--- src/logic/starfield_config.svh ---
//**********************************************************
// star field build constants
// video timing totals, pixel divider, rom geometry and
// twinkle rate shared by the rtl and the testbench
//**********************************************************
`ifndef STARFIELD_CONFIG_SVH
`define STARFIELD_CONFIG_SVH

// clocks per pixel enable
`define SF_PXL_DIV 2

// horizontal line, active part then blanking
`define SF_H_ACTIVE 64
`define SF_H_TOTAL 112

// vertical frame in lines
`define SF_V_ACTIVE 16
`define SF_V_TOTAL 24

// frames between twinkle steps
`define SF_TWINKLE_FRAMES 16

// worst case rom answer time, in pixel enables
`define SF_ROM_MAX_LAT 6

// coordinate and star rom widths
`define SF_DUMP_W 9
`define SF_ROM_AW 13
`define SF_ROM_DW 32

`endif

--- src/logic/starfield_pkg.sv ---
//**********************************************************
// star field shared types
// coordinates, rom address and data words, star pixel
//**********************************************************
`default_nettype none

`include "starfield_config.svh"

package starfield_pkg;

    // screen position or scroll value
    typedef logic [`SF_DUMP_W-1:0] dump_t;

    // {tile column, effective line}
    typedef logic [`SF_ROM_AW-1:0] star_addr_t;

    // four byte lanes, one per star field
    typedef logic [`SF_ROM_DW-1:0] star_word_t;

    // top three bits palette group, low five bits position
    typedef logic [7:0] star_byte_t;

    // star brightness, 15 is see-through
    typedef logic [3:0] twinkle_t;

    typedef logic [2:0] pal_t;

    // one pixel of a star layer
    typedef struct packed {
        pal_t     pal_id;
        twinkle_t intensity;
    } star_pxl_t;

endpackage

`default_nettype wire

--- src/logic/star_layer.sv ---
//**********************************************************
// star field layer
// scroll and flip, next tile prefetch over the shared rom
// port, twinkle counters and registered star pixel
//**********************************************************
`default_nettype none

`include "starfield_config.svh"

module star_layer #(
    parameter int LANE = 0
) (
    input  wire                        clk,
    input  wire                        rst,
    input  wire                        pxl_cen,
    input  wire starfield_pkg::dump_t  hdump,
    input  wire starfield_pkg::dump_t  vdump,
    input  wire                        hblank,
    input  wire                        vblank,
    input  wire                        flip,
    input  wire starfield_pkg::dump_t  hpos,
    input  wire starfield_pkg::dump_t  vpos,
    output logic                       req,
    output starfield_pkg::star_addr_t  req_addr,
    input  wire                        ok,
    input  wire starfield_pkg::star_word_t data,
    output starfield_pkg::star_pxl_t   star_pxl
);

    localparam int FRM_W = $clog2(`SF_TWINKLE_FRAMES);

    // hblank fetch points, first tile then second tile of the next line
    localparam starfield_pkg::dump_t FETCH_A = starfield_pkg::dump_t'(`SF_H_ACTIVE + 16);
    localparam starfield_pkg::dump_t FETCH_B = starfield_pkg::dump_t'(`SF_H_ACTIVE + 32);
    localparam starfield_pkg::dump_t V_LAST  = starfield_pkg::dump_t'(`SF_V_TOTAL - 1);

    starfield_pkg::dump_t      hraw;
    starfield_pkg::dump_t      heff;
    starfield_pkg::dump_t      vnext;
    starfield_pkg::dump_t      vline;
    starfield_pkg::dump_t      veff;
    starfield_pkg::star_byte_t rom_byte;
    starfield_pkg::pal_t       cur_pal;
    starfield_pkg::pal_t       nxt_pal;
    logic [4:0]                cur_pos;
    logic [4:0]                nxt_pos;
    logic [3:0]                col_raw;
    logic                      fetch_first;
    logic                      fetch_second;
    logic                      fetch_inline;
    logic                      do_fetch;
    logic                      swap_inline;
    logic [FRM_W-1:0]          fcnt;
    logic                      vbl_l;
    starfield_pkg::twinkle_t   cnt15;
    starfield_pkg::twinkle_t   cnt16;
    starfield_pkg::twinkle_t   level;
    logic                      hit;

    // raw scrolled x counts up, flip inverts it
    assign hraw = hpos + hdump;
    assign heff = hraw ^ {9{flip}};

    // in hblank the fetches are for the line after this one
    assign vnext = (vdump == V_LAST) ? '0 : vdump + 1'b1;
    assign vline = hblank ? vnext : vdump;
    assign veff  = (vpos + vline) ^ {9{flip}};

    assign fetch_first  = hdump == FETCH_A;
    assign fetch_second = hdump == FETCH_B;
    // halfway through a tile, in flipped coordinates too
    assign fetch_inline = !hblank && heff[4:0] == 5'd16;
    assign do_fetch     = fetch_first || fetch_second || fetch_inline;

    // tile ends on the raw count whatever the flip
    assign swap_inline = !hblank && hraw[4:0] == 5'd31;

    // tile column ahead of the beam, in raw order
    assign col_raw = hblank ? (hpos[8:5] + {3'd0, fetch_second}) : (hraw[8:5] + 4'd1);

    assign rom_byte = data[LANE*8 +: 8];

    always_ff @(posedge clk or posedge rst) begin
        if (rst) begin
            req <= 1'b0;
        end else begin
            req <= pxl_cen && do_fetch;
        end
    end

    // address held until the next request
    always_ff @(posedge clk) begin
        if (pxl_cen && do_fetch) begin
            req_addr <= {col_raw ^ {4{flip}}, veff};
        end
    end

    // next tile slot, position stored already flipped
    always_ff @(posedge clk) begin
        if (ok) begin
            nxt_pal <= rom_byte[7:5];
            nxt_pos <= rom_byte[4:0] ^ {5{flip}};
        end
    end

    // current tile, loaded at the boundary or in hblank for the line start
    always_ff @(posedge clk or posedge rst) begin
        if (rst) begin
            cur_pal <= '0;
            cur_pos <= 5'd15;
        end else if (pxl_cen && (swap_inline || fetch_second)) begin
            cur_pal <= nxt_pal;
            cur_pos <= nxt_pos;
        end
    end

    // frame count on vblank rise, twinkle step once per period
    always_ff @(posedge clk or posedge rst) begin
        if (rst) begin
            vbl_l <= 1'b0;
            fcnt  <= '0;
            cnt15 <= '0;
            cnt16 <= '0;
        end else if (pxl_cen) begin
            vbl_l <= vblank;
            if (vblank && !vbl_l) begin
                if (fcnt == FRM_W'(`SF_TWINKLE_FRAMES - 1)) begin
                    fcnt  <= '0;
                    // mod 15 never reaches the see-through value
                    cnt15 <= (cnt15 == 4'd14) ? 4'd0 : cnt15 + 1'b1;
                    cnt16 <= cnt16 + 1'b1;
                end else begin
                    fcnt <= fcnt + 1'b1;
                end
            end
        end
    end

    // groups 4 to 7 take mod 15, groups 0 to 3 mod 16
    assign level = cur_pal[2] ? cnt15 : cnt16;
    assign hit   = heff[4:0] == cur_pos && cur_pos != 5'd15 && level != 4'hf;

    always_ff @(posedge clk or posedge rst) begin
        if (rst) begin
            star_pxl <= '{pal_id: '0, intensity: 4'hf};
        end else if (pxl_cen) begin
            if (hit) begin
                star_pxl <= '{pal_id: cur_pal, intensity: level};
            end else begin
                star_pxl <= '{pal_id: '0, intensity: 4'hf};
            end
        end
    end

endmodule

`default_nettype wire

--- src/logic/star_mixer.sv ---
//**********************************************************
// star mixer
// layer 1 over layer 0, transparent under blanking,
// registered output pixel
//**********************************************************
`default_nettype none

module star_mixer (
    input  wire                        clk,
    input  wire                        rst,
    input  wire                        pxl_cen,
    input  wire                        hblank,
    input  wire                        vblank,
    input  wire starfield_pkg::star_pxl_t layer0,
    input  wire starfield_pkg::star_pxl_t layer1,
    output starfield_pkg::star_pxl_t   pxl
);

    // blanking delayed to match the registered layer pixels
    logic blank_d;

    always_ff @(posedge clk or posedge rst) begin
        if (rst) begin
            blank_d <= 1'b1;
        end else if (pxl_cen) begin
            blank_d <= hblank | vblank;
        end
    end

    always_ff @(posedge clk or posedge rst) begin
        if (rst) begin
            pxl <= '{pal_id: '0, intensity: 4'hf};
        end else if (pxl_cen) begin
            if (blank_d) begin
                pxl <= '{pal_id: '0, intensity: 4'hf};
            end else if (layer1.intensity != 4'hf) begin
                // front layer has a star here
                pxl <= layer1;
            end else begin
                pxl <= layer0;
            end
        end
    end

endmodule

`default_nettype wire

--- src/logic/star_rom_arbiter.sv ---
//**********************************************************
// star rom arbiter
// two layer fetch requests served one at a time
// on the single star rom port
//**********************************************************
`default_nettype none

module star_rom_arbiter (
    input  wire                          clk,
    input  wire                          rst,
    input  wire                          req0,
    input  wire starfield_pkg::star_addr_t addr0,
    input  wire                          req1,
    input  wire starfield_pkg::star_addr_t addr1,
    output logic                         ok0,
    output logic                         ok1,
    output starfield_pkg::star_word_t    data,
    output starfield_pkg::star_addr_t    rom_addr,
    output logic                         rom_cs,
    input  wire starfield_pkg::star_word_t rom_data,
    input  wire                          rom_ok
);

    typedef enum logic {
        ARB_IDLE,
        ARB_BUSY
    } arb_state_t;

    arb_state_t state;
    logic       pend0;
    logic       pend1;
    logic       want0;
    logic       want1;
    logic       owner;

    // a strobe counts in the same cycle it arrives
    assign want0 = pend0 | req0;
    assign want1 = pend1 | req1;

    always_ff @(posedge clk or posedge rst) begin
        if (rst) begin
            state  <= ARB_IDLE;
            pend0  <= 1'b0;
            pend1  <= 1'b0;
            owner  <= 1'b0;
            rom_cs <= 1'b0;
            ok0    <= 1'b0;
            ok1    <= 1'b0;
        end else begin
            ok0   <= 1'b0;
            ok1   <= 1'b0;
            pend0 <= want0;
            pend1 <= want1;
            case (state)
                ARB_IDLE: begin
                    // layer 0 first on a tie
                    if (want0) begin
                        owner  <= 1'b0;
                        pend0  <= 1'b0;
                        rom_cs <= 1'b1;
                        state  <= ARB_BUSY;
                    end else if (want1) begin
                        owner  <= 1'b1;
                        pend1  <= 1'b0;
                        rom_cs <= 1'b1;
                        state  <= ARB_BUSY;
                    end
                end
                ARB_BUSY: begin
                    // one idle cycle after each access, the waiting
                    // layer is picked before the served one can ask again
                    if (rom_ok) begin
                        rom_cs <= 1'b0;
                        ok0    <= !owner;
                        ok1    <= owner;
                        state  <= ARB_IDLE;
                    end
                end
                default: begin
                    state <= ARB_IDLE;
                end
            endcase
        end
    end

    // address captured at dispatch, word captured on the answer
    always_ff @(posedge clk) begin
        if (state == ARB_IDLE && (want0 || want1)) begin
            rom_addr <= want0 ? addr0 : addr1;
        end
        if (rom_ok) begin
            data <= rom_data;
        end
    end

endmodule

`default_nettype wire

--- src/logic/starfield_top.sv ---
//**********************************************************
// star field top
// timing, two star layers, rom arbiter and mixer
//**********************************************************
`default_nettype none

module starfield_top (
    input  wire                          clk,
    input  wire                          rst,
    input  wire                          flip,
    input  wire starfield_pkg::dump_t    hpos0,
    input  wire starfield_pkg::dump_t    vpos0,
    input  wire starfield_pkg::dump_t    hpos1,
    input  wire starfield_pkg::dump_t    vpos1,
    output starfield_pkg::star_addr_t    rom_addr,
    output logic                         rom_cs,
    input  wire starfield_pkg::star_word_t rom_data,
    input  wire                          rom_ok,
    output starfield_pkg::dump_t         hdump,
    output starfield_pkg::dump_t         vdump,
    output logic                         vblank,
    output starfield_pkg::star_pxl_t     pxl
);

    logic                      pxl_cen;
    logic                      hblank;
    logic                      req0;
    logic                      req1;
    logic                      ok0;
    logic                      ok1;
    starfield_pkg::star_addr_t addr0;
    starfield_pkg::star_addr_t addr1;
    starfield_pkg::star_word_t rom_word;
    starfield_pkg::star_pxl_t  pxl0;
    starfield_pkg::star_pxl_t  pxl1;

    video_timing u_timing (
        .clk     (clk),
        .rst     (rst),
        .pxl_cen (pxl_cen),
        .hdump   (hdump),
        .vdump   (vdump),
        .hblank  (hblank),
        .vblank  (vblank)
    );

    // back field, rom byte lane 0
    star_layer #(.LANE(0)) u_layer0 (
        .clk      (clk),
        .rst      (rst),
        .pxl_cen  (pxl_cen),
        .hdump    (hdump),
        .vdump    (vdump),
        .hblank   (hblank),
        .vblank   (vblank),
        .flip     (flip),
        .hpos     (hpos0),
        .vpos     (vpos0),
        .req      (req0),
        .req_addr (addr0),
        .ok       (ok0),
        .data     (rom_word),
        .star_pxl (pxl0)
    );

    // front field, rom byte lane 1
    star_layer #(.LANE(1)) u_layer1 (
        .clk      (clk),
        .rst      (rst),
        .pxl_cen  (pxl_cen),
        .hdump    (hdump),
        .vdump    (vdump),
        .hblank   (hblank),
        .vblank   (vblank),
        .flip     (flip),
        .hpos     (hpos1),
        .vpos     (vpos1),
        .req      (req1),
        .req_addr (addr1),
        .ok       (ok1),
        .data     (rom_word),
        .star_pxl (pxl1)
    );

    star_rom_arbiter u_arbiter (
        .clk      (clk),
        .rst      (rst),
        .req0     (req0),
        .addr0    (addr0),
        .req1     (req1),
        .addr1    (addr1),
        .ok0      (ok0),
        .ok1      (ok1),
        .data     (rom_word),
        .rom_addr (rom_addr),
        .rom_cs   (rom_cs),
        .rom_data (rom_data),
        .rom_ok   (rom_ok)
    );

    star_mixer u_mixer (
        .clk     (clk),
        .rst     (rst),
        .pxl_cen (pxl_cen),
        .hblank  (hblank),
        .vblank  (vblank),
        .layer0  (pxl0),
        .layer1  (pxl1),
        .pxl     (pxl)
    );

endmodule

`default_nettype wire

--- src/logic/video_timing.sv ---
//**********************************************************
// video timing generator
// pixel enable, horizontal and vertical dump counters
// and blanking levels
//**********************************************************
`default_nettype none

`include "starfield_config.svh"

module video_timing (
    input  wire                  clk,
    input  wire                  rst,
    output logic                 pxl_cen,
    output starfield_pkg::dump_t hdump,
    output starfield_pkg::dump_t vdump,
    output logic                 hblank,
    output logic                 vblank
);

    // wide enough to hold the divider count
    localparam int DIV_W = $clog2(`SF_PXL_DIV + 1);

    localparam starfield_pkg::dump_t H_LAST   = starfield_pkg::dump_t'(`SF_H_TOTAL - 1);
    localparam starfield_pkg::dump_t V_LAST   = starfield_pkg::dump_t'(`SF_V_TOTAL - 1);
    localparam starfield_pkg::dump_t H_ACTIVE = starfield_pkg::dump_t'(`SF_H_ACTIVE);
    localparam starfield_pkg::dump_t V_ACTIVE = starfield_pkg::dump_t'(`SF_V_ACTIVE);

    logic [DIV_W-1:0] div_cnt;
    logic             div_last;

    // pixel divider
    assign div_last = div_cnt == DIV_W'(`SF_PXL_DIV - 1);

    always_ff @(posedge clk or posedge rst) begin
        if (rst) begin
            div_cnt <= '0;
        end else if (div_last) begin
            div_cnt <= '0;
        end else begin
            div_cnt <= div_cnt + 1'b1;
        end
    end

    // single clock pulse on the last divider count
    assign pxl_cen = div_last;

    // dump counters, vertical steps at the end of each line
    always_ff @(posedge clk or posedge rst) begin
        if (rst) begin
            hdump <= '0;
            vdump <= '0;
        end else if (pxl_cen) begin
            if (hdump == H_LAST) begin
                hdump <= '0;
                if (vdump == V_LAST) begin
                    vdump <= '0;
                end else begin
                    vdump <= vdump + 1'b1;
                end
            end else begin
                hdump <= hdump + 1'b1;
            end
        end
    end

    // blanking straight from the counters
    // so it lines up with hdump and vdump
    assign hblank = hdump >= H_ACTIVE;
    assign vblank = vdump >= V_ACTIVE;

endmodule

`default_nettype wire

--- config.mk ---
export PLATFORM = sky130hd
export DESIGN_NAME = starfield_top
export DESIGN_NICKNAME = d
export VERILOG_FILES = /design/src/logic/starfield_pkg.sv /design/src/logic/star_layer.sv /design/src/logic/star_mixer.sv /design/src/logic/star_rom_arbiter.sv /design/src/logic/starfield_top.sv /design/src/logic/video_timing.sv
export VERILOG_INCLUDE_DIRS = /design/src /design/src/logic
export SDC_FILE = /design/constraint.sdc
export NUM_CORES = 1
export LEC_CHECK = 0
export BUFFER_PORTS_ARGS = -buffer_cell sky130_fd_sc_hd__buf_2
export CAP_MARGIN = 20
export CORE_ASPECT_RATIO = 1.1
export CORE_MARGIN = 8
export CORE_UTILIZATION = 35
export DETAILED_ROUTE_END_ITERATION = 12
export SLEW_MARGIN = 15
export SYNTH_ARGS = -nofsm -noshare
export SYNTH_HDL_FRONTEND = slang
export SYNTH_SLANG_ARGS = --single-unit
export TNS_END_PERCENT = 5
--- constraint.sdc ---
create_clock -name clk -period 3.7 [get_ports clk]
set_input_delay 0.74 -clock clk [delete_from_list [all_inputs] [get_ports clk]]
set_output_delay 0.74 -clock clk [all_outputs]
set_load 0.02 [all_outputs]
==> flow_summary.toml <==
[outcome]
outcome = "finished clean"

[power_and_ir_drop]
power_density_nw_per_um2 = 415
p_clk_share_pct = 38.5
switching_share_pct = 25.7
combPwrFrac_pct = 11.9
intPower_uw = 3260
seqPwrFrac_pct = 49.6
p_leak_uw = 0.00446
vdd_ir_drop_max_uv = 271
p_switching_uw = 1130

[finish]
design_area_sq_um = 10600
areaGrowthSynthToFinish_pct = 18.0
insertedDiodeCount = 0
final_layout_size_suffix_gt1_share_pct = 25.1
nets = 1032

[logic_synthesis]
synth_cell_type_count = 74
synth_compound_area_share_pct = 12.3
yosysWarnings = 0
netlist_area_sq_um = 8970
synthAdderAreaFrac_pct = 7.59
yosysSeqAreaShare_pct = 49.7
synth_edf_count = 71
muxShareOfSynthArea_pct = 5.90
ys_ff_latch = 163
syn_avg_cell_area_sq_um = 11.4
synth_ff_type = "edfxtp_1"
syn_inst = 788
synthSimpleGateAreaFrac_pct = 12.2
yosys.area_share.xor_xnor_pct = 10.1
synth_nets = 912
synth_top_family_by_area = "compound AO/OA/AOI/OAI gates"
async_flop_share_pct = 56.4

[grt]
grt_most_used_layer = "met2"
grtUsageTotal_pct = 13.2
grt_first_pass_wirelength_um = 32600
grt_util_met1_pct = 17.2
overflow = 0
grt_pass1_vias = 6178
grt_max_degree = 53
grt_util_met2_pct = 21.6
antenna_found_initial = 0
use_met3_pct = 2.79

[clocking]
h-tree-depth = 4
cts_hold_buf = 0
numCtsBuffers = 17
cts_tree = "yes"
clkTransAtPathRegs_ns = 0.06
clockBufferDepth = 2
clk-insertion-delay-late_ns = 0.43
cts-root-buf = "clkbuf_16"
cts_num_sinks = 163

[critical_path]
rr_startpoint = "u_timing.hdump[0]"
arrival_ns = 3.52
crit_slowest_cell = "a2111oi_1"
path_cells = "ha_1 > inv_1 > fa_1 > nor2b_4 > o21ai_0 > a21o_1 > or3_1 > a2111oi_1 > nor2_1 > nor2_1 > buf_4"
cp-end-kind = "flop"
startpoint = "u_timing.hdump[0]"
startpoint_type = "flop"
path_class = "flop to flop"
max_stage_delay_ns = 0.52
crit_fanout = 9
cp_common_cell = "nor2_1"
required_ns = 3.81

[sta]
max_slew_margin_pct = 30.4
min_period_over_period_pct = 92.1
fin_crit_ns = 3.41
clock-skew-final_ns = 0.0143
finalSetupViolations = 0
drv_slew = 0
tightest_slew_ns = 1.04
holdWs_ns = 0.405
finalHoldViolCount = 0
fmax_ghz = 0.294
rsz0062_at_grt = "no"

[routing]
viasPerCell = 4.94
drtIter0Drc = 306
postRouteAntennaNets = 0
wl_um = 20100
dr.pass1.iters = 4
dr_total_vias = 6253
drcViolationCount = 0
wl_per_cell_um = 15.9

[die]
ios = 112
core_sq_um = 25300
die_h_um = 184
start_util_pct = 35.5
dieWidth_um = 169
rows = 61
dieArea_sq_um = 31000

[run]
cap_violations = 0

[place]
place_area_sq_um = 10000
gp_congestion = 0.815
dp_hpwl_um = 15000
io_buffers = 95

[worst_hold_path]
hp-class = "primary input to asynchronous set/reset pin"
[layer usage]
| metal | vias to the layer above | share of wire, % |
|---|---|---|
| met5 | - | 0 |
| met3 | 24 | 3.7 |
| met2 | 115 | 48 |
| met1 | 3023 | 47 |
| met4 | 0 | 1.7 |
| li1 | 3091 | - |
[layout by cell type (no fill, tap or decap), types with 15 or more instances in the layout]
cell        n
nand2_1    57
a21o_1     17
edfxtp_1   71
nor2_1     56
buf_2      95
dfstp_2    21
buf_4      30
inv_1      20
clkbuf_16  17
xnor2_1    65
mux2i_1    15
xor2_1     31
mux2_2     23
ha_1       48
nand3_1    19
a21oi_1    36
o21ai_0    52
nor3_1     21
dfrtp_1    71
[worst paths after layout]
check / cells past startpoint / slack [ns] / end
max reg2reg: 11 / 0.29 / u_layer0.req_addr[8]
min: 2 / 0.41 / u_mixer.pxl[4]
max in group asynchronous: 3 / 2.52 / u_layer1.cur_pos[2]
min reg2reg: 0 / 0.43 / u_layer1.nxt_pal[1]
min in group clk: 0 / 0.43 / u_layer1.nxt_pal[1]
max: 11 / 0.29 / u_layer0.req_addr[8]
[metrics by stage]
stage	setup TNS (ns)	cells	setup slack (ns)	power, uW	util (%)
2_1_floorplan	0	788	0.0561	2580	-
3_3_place_gp	-0.0731	1234	-0.00933	2730	39.6
3_5_place_dp	-0.533	1234	-0.0670	2740	39.6
4_1_cts	0	1266	0.138	4450	41.8
5_1_grt	0	1267	0.0365	4590	41.9
6_report	0	1267	0.294	4390	41.9
[flip-flops by register name (all words and copies together), names as in the netlist, 4 cells and up]
name and cells:
u_timing.hdump 9, u_arbiter.rom_addr 13, u_layer1.star_pxl 7, u_layer0.star_pxl 7, u_layer0.req_addr 13, u_layer0.cnt15 4
u_layer0.fcnt 4, u_layer1.cnt16 4, u_mixer.pxl 7, u_layer1.cnt15 4, u_layer1.req_addr 13, u_layer0.cnt16 4
u_layer1.cur_pos 5, u_layer0.nxt_pos 5, u_layer1.fcnt 4, u_arbiter.data 16, u_layer1.nxt_pos 5, u_layer0.cur_pos 5
u_timing.vdump 9
[power groups by stage]
| stage | registers [uW] | logic (uW) | clock network, uW |
|---|---|---|---|
| after global routing | 2200 | 579 | 1810 |
| after detailed placement | 2210 | 531 | 0 |
| after global placement | 2210 | 522 | 0 |
| final | 2180 | 525 | 1690 |
| after CTS | 2180 | 534 | 1740 |
| after floorplan | 2200 | 381 | 0 |
[critical path, delay by kind of cell, from the launching register on]
family,cells,cell delay [ns]
buffers and inverters,2,0.32
AND/OR/NAND/NOR,4,0.74
AO/OA/AOI/OAI,3,0.83
flip-flops,1,0.49
adder cells (fa/ha/maj),2,0.72
[kinds of logic (layout without fill, tap and decap cells)]
kind of cell    after synthesis  after routing
simple gates                215            215
compound gates              167            167
flops                       163            163
mux                          46             46
buf+inv                      46            179
fa+ha+maj                    52             52
xor+xnor                     99             99
[final cells by class]
class	instances	area, sq um
Multi-Input combinational cell	579	4320
Fill cell	2406	14700
Clock buffer	22	475
Timing Repair Buffer	126	721
Inverter	21	80.1
Clock inverter	10	92.6
Tap cell	346	433
Sequential cell	163	4460
[synthesized netlist by cell type (13+ instances only)]
master    count  area share, %
dfstp_2      21            6.2
xor2_1       31            3.0
a21oi_1      36            2.0
mux2i_1      15            1.7
ha_1         48            6.7
a21o_1       17            1.4
clkbuf_1     13           0.54
inv_1        21           0.88
edfxtp_1     71             24
o21ai_0      53            3.0
nand4_1      13           0.91
nor3_1       22            1.2
nand2_1      57            2.4
mux2_2       23            2.9
dfrtp_1      71             20
nand3_1      19            1.1
nor2_1       56            2.3
xnor2_1      65            6.3
[timing repair]
action	CTS	global route
setup endpoints to repair	0	2
resized for setup	0	2
buffers inserted	0	1
Note: power is estimated with default switching activity, not from simulation.
